==> config.mk <==
export PLATFORM = sky130hd
export DESIGN_NAME = adc_capture_top
export DESIGN_NICKNAME = d
export VERILOG_FILES = /design/src/common/adc_capture_pkg.sv /design/src/adc_unit/adc_frame_align.sv /design/src/adc_unit/adc_gearbox.sv /design/src/rtl/adc_capture_top.sv /design/src/rtl/adc_reg_attach.sv /design/src/rtl/sample_fifo.sv
export VERILOG_INCLUDE_DIRS = /design/src /design/src/common
export SDC_FILE = /design/constraint.sdc
export NUM_CORES = 1
export LEC_CHECK = 0
export BUFFER_PORTS_ARGS = -buffer_cell sky130_fd_sc_hd__buf_2
export CAP_MARGIN = 20
export CORE_MARGIN = 3
export CORE_UTILIZATION = 50
export CTS_BUF_LIST = sky130_fd_sc_hd__clkbuf_8 sky130_fd_sc_hd__clkbuf_16
export DETAILED_ROUTE_END_ITERATION = 10
export PLACE_DENSITY = 0.69
export SYNTH_ARGS = -nofsm -noshare
export SYNTH_HDL_FRONTEND = slang
export SYNTH_SLANG_ARGS = --single-unit
==> constraint.sdc <==
create_clock -name fclk -period 8.4 [get_ports fclk]
set_clock_uncertainty 0.05 [all_clocks]
set_input_delay 0.84 -clock fclk [delete_from_list [all_inputs] [get_ports fclk]]
set_output_delay 0.84 -clock fclk [all_outputs]
set_load 0.05 [all_outputs]
==> src/common/adc_capture_macros.svh <==
`ifndef ADC_CAPTURE_MACROS_SVH
`define ADC_CAPTURE_MACROS_SVH

`define ADC_NUM_CH      4
`define ADC_FRAME_BITS  5
`define ADC_SAMPLE_W    10
`define ADC_FIFO_DEPTH  8
`define ADC_CREDIT_INIT 4
`define ADC_LOCK_CNT    8

// Register map, word addresses on the 3-bit bus
`define ADC_REG_CTRL   3'd0
`define ADC_REG_STATUS 3'd1
`define ADC_REG_ERRCNT 3'd2
`define ADC_REG_SMPCNT 3'd3
`define ADC_REG_OVFCNT 3'd4

`endif

==> src/common/adc_capture_pkg.sv <==
`include "adc_capture_macros.svh"

package adc_capture_pkg;

  // Position within the 5-bit frame of the first serial bit of a cycle
  typedef logic [2:0] phase_t;

  // One lane's share of a sample
  typedef logic [`ADC_FRAME_BITS-1:0] lane_bits_t;

  // Nibbles of one channel, first serial bit in bit 3
  // Lane a carries sample bits 9..5, lane b bits 4..0
  typedef struct packed {
    logic [3:0] a;
    logic [3:0] b;
  } ch_nibbles_t;

  // All data lanes for one fclk cycle
  typedef struct packed {
    ch_nibbles_t [`ADC_NUM_CH-1:0] ch;
  } lane_nibbles_t;

  // One sample per channel, channel 0 in the low bits
  typedef struct packed {
    logic [`ADC_NUM_CH-1:0][`ADC_SAMPLE_W-1:0] ch;
  } sample_word_t;

  // CTRL register layout
  typedef struct packed {
    logic [28:0] rsvd;
    logic        realign;     // self-clearing
    logic        err_clr;     // self-clearing
    logic        capture_en;
  } ctrl_fields_t;

  // CTRL seen as a bus word or as fields
  typedef union packed {
    ctrl_fields_t f;
    logic [31:0]  raw;
  } ctrl_word_u;

endpackage

==> src/adc_unit/adc_frame_align.sv <==
`timescale 1ns/1ps
`include "adc_capture_macros.svh"

module adc_frame_align (
  input  logic                    fclk,
  input  logic                    rst,
  input  logic [3:0]              frame_i,
  input  logic                    realign_i,
  input  logic                    err_clr_i,
  output adc_capture_pkg::phase_t phase_o,
  output logic                    locked_o,
  output logic [31:0]             err_cnt_o
);

  localparam int MATCH_W = $clog2(`ADC_LOCK_CNT + 1);

  adc_capture_pkg::phase_t phase_q;
  logic [MATCH_W-1:0]      match_cnt;
  logic [1:0]              miss_cnt;
  logic [3:0]              expected;
  logic                    match;

  // Add n bits to a frame position, modulo the frame length
  function automatic adc_capture_pkg::phase_t phase_add(
    input adc_capture_pkg::phase_t p,
    input int unsigned             n
  );
    int unsigned s;
    s = p + n;
    if (s >= `ADC_FRAME_BITS) begin
      s = s - `ADC_FRAME_BITS;
    end
    return adc_capture_pkg::phase_t'(s);
  endfunction

  // Marker expected in a nibble whose first bit sits at position p
  function automatic logic [3:0] marker_pattern(input adc_capture_pkg::phase_t p);
    logic [3:0] pat;
    for (int k = 0; k < 4; k++) begin
      pat[3-k] = (phase_add(p, k) == '0);
    end
    return pat;
  endfunction

  assign expected = marker_pattern(phase_q);
  assign match    = (frame_i == expected);
  assign phase_o  = phase_q;

  always_ff @(posedge fclk) begin
    if (rst) begin
      phase_q   <= '0;
      match_cnt <= '0;
      miss_cnt  <= '0;
      locked_o  <= 1'b0;
    end else if (realign_i) begin
      phase_q   <= phase_add(phase_q, 4);
      match_cnt <= '0;
      miss_cnt  <= '0;
      locked_o  <= 1'b0;
    end else if (!locked_o) begin
      miss_cnt <= '0;
      if (match) begin
        phase_q <= phase_add(phase_q, 4);
        if (match_cnt == MATCH_W'(`ADC_LOCK_CNT - 1)) begin
          locked_o  <= 1'b1;
          match_cnt <= '0;
        end else begin
          match_cnt <= match_cnt + 1'b1;
        end
      end else begin
        // Hunting: four bits plus a one-bit slip is a full frame, so hold
        phase_q   <= phase_q;
        match_cnt <= '0;
      end
    end else begin
      phase_q <= phase_add(phase_q, 4);
      if (match) begin
        miss_cnt <= '0;
      end else if (miss_cnt == 2'd2) begin
        locked_o <= 1'b0;
        miss_cnt <= '0;
      end else begin
        miss_cnt <= miss_cnt + 1'b1;
      end
    end
  end

  // Frame errors only count while locked
  always_ff @(posedge fclk) begin
    if (rst || err_clr_i) begin
      err_cnt_o <= '0;
    end else if (locked_o && !match) begin
      err_cnt_o <= err_cnt_o + 1'b1;
    end
  end

endmodule

==> src/adc_unit/adc_gearbox.sv <==
`timescale 1ns/1ps
`include "adc_capture_macros.svh"

module adc_gearbox (
  input  logic                          fclk,
  input  logic                          rst,
  input  adc_capture_pkg::lane_nibbles_t din_i,
  input  adc_capture_pkg::phase_t       phase_i,
  input  logic                          locked_i,
  output adc_capture_pkg::sample_word_t smp_o,
  output logic                          smp_we_o
);

  // Previous nibble of every lane, the older half of the 8-bit window
  adc_capture_pkg::lane_nibbles_t din_prev;
  adc_capture_pkg::sample_word_t  word;
  logic                           word_done;

  // Pull the 5 frame bits ending at serial index 4-p of the current nibble.
  // In the window {prev, cur} that last bit lands at index p-1
  function automatic adc_capture_pkg::lane_bits_t pick_frame(
    input logic [3:0]              prev,
    input logic [3:0]              cur,
    input adc_capture_pkg::phase_t p
  );
    logic [7:0] window;
    logic [7:0] shifted;
    window  = {prev, cur};
    shifted = window >> (p - 1'b1);
    return shifted[`ADC_FRAME_BITS-1:0];
  endfunction

  always_comb begin
    // Phase 0 puts the frame end past the nibble, so no word this cycle
    word_done = (phase_i != '0);
    for (int c = 0; c < `ADC_NUM_CH; c++) begin
      word.ch[c] = {pick_frame(din_prev.ch[c].a, din_i.ch[c].a, phase_i),
                    pick_frame(din_prev.ch[c].b, din_i.ch[c].b, phase_i)};
    end
  end

  always_ff @(posedge fclk) begin
    din_prev <= din_i;
    if (word_done) begin
      smp_o <= word;
    end
  end

  always_ff @(posedge fclk) begin
    if (rst) begin
      smp_we_o <= 1'b0;
    end else begin
      smp_we_o <= word_done && locked_i;
    end
  end

endmodule

==> src/rtl/adc_capture_top.sv <==
`timescale 1ns/1ps

module adc_capture_top (
  input  logic                           fclk,
  input  logic                           rst,
  input  adc_capture_pkg::lane_nibbles_t din_i,
  input  logic [3:0]                     frame_i,
  input  logic                           sync_i,
  input  logic                           bus_stb_i,
  input  logic                           bus_we_i,
  input  logic [2:0]                     bus_adr_i,
  input  logic [31:0]                    bus_dat_i,
  output logic [31:0]                    bus_dat_o,
  output logic                           bus_ack_o,
  output adc_capture_pkg::sample_word_t  smp_o,
  output logic                           smp_valid_o,
  input  logic                           credit_i
);

  adc_capture_pkg::phase_t       phase;
  adc_capture_pkg::sample_word_t gb_smp;
  logic                          locked;
  logic [31:0]                   err_cnt;
  logic                          gb_we;
  logic                          ovf;
  logic                          capture_en;
  logic                          realign;
  logic                          err_clr;
  logic                          sync_meta;
  logic                          sync_q;
  logic                          sync_d;
  logic                          sync_rise;
  logic                          armed;
  logic                          fifo_wr;

  adc_frame_align u_align (
    .fclk      (fclk),
    .rst       (rst),
    .frame_i   (frame_i),
    .realign_i (realign),
    .err_clr_i (err_clr),
    .phase_o   (phase),
    .locked_o  (locked),
    .err_cnt_o (err_cnt)
  );

  adc_gearbox u_gearbox (
    .fclk     (fclk),
    .rst      (rst),
    .din_i    (din_i),
    .phase_i  (phase),
    .locked_i (locked),
    .smp_o    (gb_smp),
    .smp_we_o (gb_we)
  );

  // Sync is asynchronous, two stages then an edge register
  always_ff @(posedge fclk) begin
    sync_meta <= sync_i;
    sync_q    <= sync_meta;
    sync_d    <= sync_q;
  end

  assign sync_rise = sync_q && !sync_d;

  always_ff @(posedge fclk) begin
    if (rst) begin
      armed <= 1'b0;
    end else if (realign || !capture_en || !locked) begin
      armed <= 1'b0;
    end else if (sync_rise) begin
      armed <= 1'b1;
    end
  end

  assign fifo_wr = gb_we && armed;

  sample_fifo u_fifo (
    .fclk     (fclk),
    .rst      (rst),
    .wr_i     (fifo_wr),
    .data_i   (gb_smp),
    .credit_i (credit_i),
    .data_o   (smp_o),
    .valid_o  (smp_valid_o),
    .ovf_o    (ovf)
  );

  adc_reg_attach u_regs (
    .fclk          (fclk),
    .rst           (rst),
    .bus_stb_i     (bus_stb_i),
    .bus_we_i      (bus_we_i),
    .bus_adr_i     (bus_adr_i),
    .bus_dat_i     (bus_dat_i),
    .bus_dat_o     (bus_dat_o),
    .bus_ack_o     (bus_ack_o),
    .locked_i      (locked),
    .armed_i       (armed),
    .err_cnt_i     (err_cnt),
    .smp_cnt_inc_i (smp_valid_o),
    .ovf_i         (ovf),
    .capture_en_o  (capture_en),
    .realign_o     (realign),
    .err_clr_o     (err_clr)
  );

endmodule

==> src/rtl/adc_reg_attach.sv <==
`timescale 1ns/1ps
`include "adc_capture_macros.svh"

module adc_reg_attach (
  input  logic        fclk,
  input  logic        rst,
  input  logic        bus_stb_i,
  input  logic        bus_we_i,
  input  logic [2:0]  bus_adr_i,
  input  logic [31:0] bus_dat_i,
  output logic [31:0] bus_dat_o,
  output logic        bus_ack_o,
  input  logic        locked_i,
  input  logic        armed_i,
  input  logic [31:0] err_cnt_i,
  input  logic        smp_cnt_inc_i,
  input  logic        ovf_i,
  output logic        capture_en_o,
  output logic        realign_o,
  output logic        err_clr_o
);

  adc_capture_pkg::ctrl_word_u wr_word;
  adc_capture_pkg::ctrl_word_u ctrl_rd;
  logic                        ctrl_wr;
  logic [31:0]                 smp_cnt;
  logic [31:0]                 ovf_cnt;
  logic [31:0]                 rd_data;

  assign ctrl_wr = bus_stb_i && bus_we_i && (bus_adr_i == `ADC_REG_CTRL);

  always_comb begin
    wr_word.raw = bus_dat_i;
    // Only capture_en reads back, the strobes read as zero
    ctrl_rd.raw          = '0;
    ctrl_rd.f.capture_en = capture_en_o;
  end

  always_comb begin
    case (bus_adr_i)
      `ADC_REG_CTRL:   rd_data = ctrl_rd.raw;
      `ADC_REG_STATUS: rd_data = {30'd0, armed_i, locked_i};
      `ADC_REG_ERRCNT: rd_data = err_cnt_i;
      `ADC_REG_SMPCNT: rd_data = smp_cnt;
      `ADC_REG_OVFCNT: rd_data = ovf_cnt;
      default:         rd_data = '0;
    endcase
  end

  always_ff @(posedge fclk) begin
    if (rst) begin
      bus_ack_o    <= 1'b0;
      capture_en_o <= 1'b0;
      realign_o    <= 1'b0;
      err_clr_o    <= 1'b0;
    end else begin
      bus_ack_o <= bus_stb_i;
      realign_o <= ctrl_wr && wr_word.f.realign;
      err_clr_o <= ctrl_wr && wr_word.f.err_clr;
      if (ctrl_wr) begin
        capture_en_o <= wr_word.f.capture_en;
      end
    end
  end

  // Read data lines up with the ack
  always_ff @(posedge fclk) begin
    if (bus_stb_i && !bus_we_i) begin
      bus_dat_o <= rd_data;
    end
  end

  always_ff @(posedge fclk) begin
    if (rst) begin
      smp_cnt <= '0;
      ovf_cnt <= '0;
    end else begin
      if (smp_cnt_inc_i) begin
        smp_cnt <= smp_cnt + 1'b1;
      end
      if (ovf_i) begin
        ovf_cnt <= ovf_cnt + 1'b1;
      end
    end
  end

endmodule

==> src/rtl/sample_fifo.sv <==
`timescale 1ns/1ps
`include "adc_capture_macros.svh"

module sample_fifo (
  input  logic                          fclk,
  input  logic                          rst,
  input  logic                          wr_i,
  input  adc_capture_pkg::sample_word_t data_i,
  input  logic                          credit_i,
  output adc_capture_pkg::sample_word_t data_o,
  output logic                          valid_o,
  output logic                          ovf_o
);

  localparam int DEPTH = `ADC_FIFO_DEPTH;
  localparam int PTR_W = $clog2(DEPTH);
  localparam int CNT_W = $clog2(DEPTH + 1);
  localparam int CRD_W = $clog2(`ADC_CREDIT_INIT + 1);

  adc_capture_pkg::sample_word_t mem [DEPTH];
  logic [PTR_W-1:0] wr_ptr;
  logic [PTR_W-1:0] rd_ptr;
  logic [CNT_W-1:0] count;
  logic [CRD_W-1:0] credits;
  logic             full;
  logic             push;
  logic             pop;

  assign full  = (count == CNT_W'(DEPTH));
  assign push  = wr_i && !full;
  assign pop   = (count != '0) && (credits != '0);
  // Word offered to a full buffer is lost
  assign ovf_o = wr_i && full;

  always_ff @(posedge fclk) begin
    if (push) begin
      mem[wr_ptr] <= data_i;
    end
    if (pop) begin
      data_o <= mem[rd_ptr];
    end
  end

  always_ff @(posedge fclk) begin
    if (rst) begin
      wr_ptr  <= '0;
      rd_ptr  <= '0;
      count   <= '0;
      credits <= CRD_W'(`ADC_CREDIT_INIT);
      valid_o <= 1'b0;
    end else begin
      valid_o <= pop;
      if (push) begin
        wr_ptr <= (wr_ptr == PTR_W'(DEPTH - 1)) ? '0 : wr_ptr + 1'b1;
      end
      if (pop) begin
        rd_ptr <= (rd_ptr == PTR_W'(DEPTH - 1)) ? '0 : rd_ptr + 1'b1;
      end
      case ({push, pop})
        2'b10:   count <= count + 1'b1;
        2'b01:   count <= count - 1'b1;
        default: count <= count;
      endcase
      // Spend on send, refill on return
      case ({pop, credit_i})
        2'b10:   credits <= credits - 1'b1;
        2'b01:   credits <= credits + 1'b1;
        default: credits <= credits;
      endcase
    end
  end

endmodule

==> run_results.csv <==
group,metric,value,unit
sta,timing.fmax,0.2139,GHz
clocking,cts.path.max_buffers,3,
floorplanning,fp-row-count,80,
placed_design,hpwl_reported_at_the_end_of_detailed_placement,31.13,mm
clocking,root_cell_of_the_clock_tree,"sky130_fd_sc_hd__clkbuf_16",
detailed_routing,drt_iter0_markers,1166,
floorplanning,design.die.area,0.05154,mm2
setup_path,cp-start-kind,"flip-flop",
sta,period_share,0.5566,
clocking,post_cts.resized_instances,0,
setup_path,cp.arrival,5.15,ns
power,power_density,268.2,mW/mm2
setup_path,timing.critical_path.slowest_stage_cell,"sky130_fd_sc_hd__buf_4",
clocking,clock_tree.htree_level_count,2,
setup_path,worstPathCellList,"buf_4 > inv_2 > ha_1 > ha_1 > buf_4 > nor4bb_1 > or4_1 > nand3_2 > and3_4 > o21a_1 > mux2_2",
clocking,numClockSinks,593,
synthesis,synth.top_cells.by_area,"sky130_fd_sc_hd__edfxtp_1, sky130_fd_sc_hd__dfxtp_1, sky130_fd_sc_hd__mux4_2, sky130_fd_sc_hd__mux2i_1, sky130_fd_sc_hd__mux2_2",
setup_path,critPathMaxStageDelay,0.62,ns
synthesis,async_reset_ff_frac,0,
synthesis,yosys.area_share.xor_xnor,0.02187,
clocking,numCtsBuffers,59,
sta,report.final.slew_viol_count,0,
synthesis,dominant_combinational_cell_family_by_area_after_synthesis,"multiplexers",
sta,setup_tns,0,ns
layout,postLayoutCellArea,0.02762,mm2
synthesis,synth_largest_area_cell,"sky130_fd_sc_hd__edfxtp_1",
min_path,hold_class,"in2reg",
clocking,tritoncts_clock_tree,"built",
power,total_power,7.406,mW
synthesis,synth_compound_gate_area_share,0.04882,
synthesis,multiplexer_area_fraction_after_synthesis,0.1417,
detailed_routing,post_drt_wl_per_cell,21.38,um
clocking,path_clk_slew,0.06,ns
global_route,grt_max_degree,105,
clocking,post_cts_buffers,0,
clocking,hold_buffer_count_at_cts,0,
layout,syn_to_final_growth,13.07,%
detailed_routing,detail-route-antenna-nets,0,
layout,post-route-util,0.5748,
synthesis,cell_area_after_synthesis,0.02442,mm2
synthesis,ys_dominant_reg_cell,"sky130_fd_sc_hd__edfxtp_1",
setup_path,critPathCaptureType,"flip-flop",
detailed_routing,totalWireLength,52.40,mm
synthesis,avgSynthCellArea,14.64,um2
sta,timing.max_slew.rel_slack,0.2448,
floorplanning,design.portCount,151,
synthesis,ys_seq_elements,593,
sta,finalSetupViolations,0,
power,power.static_leakage,9.206,nW
synthesis,synth.net_count,1770,
global_route,grt_first_pass_wirelength,81.54,mm
setup_path,worstPathBufferInverterCount,3,
setup_path,cp_top_family,"buffers and inverters",
synthesis,synth-adder-area-share,0.01373,
floorplanning,core-area,0.04805,mm2
power,vdd_ir_drop_max,191.4,uV
sta,fin_hold_ws,0.2542,ns
synthesis,ys_warn_count,0,
synthesis,synth_largest_type_area_fraction,0.5311,
setup_path,worst-setup-path-type,"reg2reg",
synthesis,synth-seq-area-share,0.6631,
detailed_routing,via_count,14360,
placed_design,gp_congestion,0.7749,
layout,design.final.nets,1887,
global_route,tot_gr_track_use,0.2049,
floorplanning,chipWidth,227.0,um
floorplanning,initial_core_util,0.5084,
global_route,grt_pass1_vias,14440,
layout,num-fill-cells,3723,
synthesis,postSynthCellCount,1668,
setup_path,critPathMaxFanout,74,
floorplanning,fp.dieH,227.0,um
synthesis,synth_cell_type_count,65,
layout,drive_above_1_share,0.2213,
clocking,clock_insertion_delay_worst_skew,0.65,ns
detailed_routing,avgViaCountPerCell,5.859,
sta,final.min_clock_period,4.675,ns
placed_design,post_place_cell_area,0.02568,mm2
placed_design,port-buffer-count,121,
sta,timing_worst_slew_pin_value,1.133,ns
detailed_routing,drc,0,
synthesis,post_synth_edffs,432,
outcome,run_status,"completed",
detailed_routing,drt_pre_antenna_iters,5,
sta,grt_setup_unrepaired,"false",
sta,final-hold-violation-count,0,
job,max_cap_viol_count,0,
global_route,sum_of_overflow_across_all_layers_after_global_routing,0,
global_route,initial_antenna_violation_count,4,
synthesis,synthSimpleGateAreaFrac,0.09262,
setup_path,worst-endpoint-required,8.88,ns
## worst paths after layout
kind	start	endpoint	slack, ns	depth (start not counted)
max	u_align.phase_o[0]$_SDFFE_PP0P_	u_align.phase_o[0]$_SDFFE_PP0P_	3.72	11
min	sync_i	sync_meta$_DFF_P_	0.25	1
max reg2reg	u_align.phase_o[0]$_SDFFE_PP0P_	u_align.phase_o[0]$_SDFFE_PP0P_	3.72	11
min reg2reg	sync_meta$_DFF_P_	sync_q$_DFF_P_	0.28	0
## cell type report
| cell class | count | area, um2 | share of cell area |
|---|---|---|---|
| flip-flops and latches | 593 | 16210 | 0.5868 |
| multi-input cells | 964 | 7846 | 0.2841 |
| clock buffers | 60 | 1490 | 0.05396 |
| repair buffers | 143 | 773.2 | 0.02800 |
| well taps | 615 | 769.5 | 0.02786 |
| clock inverters | 51 | 439.2 | 0.01590 |
| inverters | 24 | 90.09 | 0.003262 |
| diodes | 1 | 2.502 | 0.00009061 |
## report_power, final
part	total [mW]	leakage [nW]	switching, mW	internal (mW)
Combinational	1.34	2.95	0.844	0.497
Clock	2.56	0.988	1.11	1.45
Sequential	3.50	5.26	0.148	3.35
Total	7.41	9.21	2.10	5.30
## cell usage in the layout, fill, tap and decap left out, drive strengths merged, types with 13 or more instances in the layout
cell type  instances
or4               18
clkbuf            60
or3               23
clkinv            34
xor2              37
nor4              13
nand4             18
nor3              16
nand3             38
nand2            129
ha                22
o21ai             79
a21oi             36
buf              143
inv               34
o31ai             14
nor2             133
mux2              54
mux4              88
edfxtp           432
xnor2             24
mux2i             87
dfxtp            161
## synth_stat cells, types with 22 or more instances
cell type,number
sky130_fd_sc_hd__clkbuf_1,60
sky130_fd_sc_hd__inv_1,22
sky130_fd_sc_hd__mux2i_1,87
sky130_fd_sc_hd__dfxtp_1,161
sky130_fd_sc_hd__o21ai_0,78
sky130_fd_sc_hd__nand3_1,37
sky130_fd_sc_hd__xnor2_1,24
sky130_fd_sc_hd__edfxtp_1,432
sky130_fd_sc_hd__nor2_1,133
sky130_fd_sc_hd__a21oi_1,36
sky130_fd_sc_hd__ha_1,22
sky130_fd_sc_hd__or3_1,23
sky130_fd_sc_hd__mux2_2,54
sky130_fd_sc_hd__xor2_1,37
sky130_fd_sc_hd__nand2_1,129
sky130_fd_sc_hd__mux4_2,88
## metal layers
layer | share of wire | GRT usage
met5 | 0.00061 | 0
met4 | 0.020 | 0.05304
met3 | 0.048 | 0.03417
met2 | 0.51 | 0.3572
met1 | 0.42 | 0.2699
## worst reg2reg max path: stages, from the launching register on
cell and delay, ns:
sky130_fd_sc_hd__dfxtp_2 0.31, sky130_fd_sc_hd__buf_4 0.62, sky130_fd_sc_hd__inv_2 0.52, sky130_fd_sc_hd__ha_1 0.36, sky130_fd_sc_hd__ha_1 0.27, sky130_fd_sc_hd__buf_4 0.42
sky130_fd_sc_hd__nor4bb_1 0.16, sky130_fd_sc_hd__or4_1 0.57, sky130_fd_sc_hd__nand3_2 0.13, sky130_fd_sc_hd__and3_4 0.56, sky130_fd_sc_hd__o21a_1 0.25, sky130_fd_sc_hd__mux2_2 0.33
## flip-flops by register name (all words and copies together), names as in the netlist, 2 cells and up
name and count:
u_align.match_cnt 4, u_fifo.credits 3, u_fifo.data_o 40, u_gearbox.smp_o 40, u_regs.ovf_cnt 32, u_fifo.rd_ptr 3, u_fifo.mem 320, u_fifo.count 4
u_align.phase_o 3, u_regs.smp_cnt 32, u_regs.bus_dat_o 32, u_gearbox.din_prev 32, u_fifo.wr_ptr 3, u_align.miss_cnt 2, u_align.err_cnt_o 32
## metrics by stage
step,instances,worst slack (ns)
finish,2451,3.725
global route,2451,3.473
CTS,2449,3.743
detailed placement,2338,3.771
global placement,2338,3.806
floorplan,1668,3.228
## logic make-up (layout without fill, tap and decap cells)
kind of cell / after synthesis / in the layout
buffers and inverters: 111 / 278
and+or+nand+nor: 459 / 459
adders and majority gates: 25 / 25
muxes: 229 / 229
AOI/OAI and AO/OA: 190 / 190
DFF: 593 / 593
xor gates and xnor gates: 61 / 61
other: 0 / 1
No activity file was read; power rests on OpenSTA's default activity.
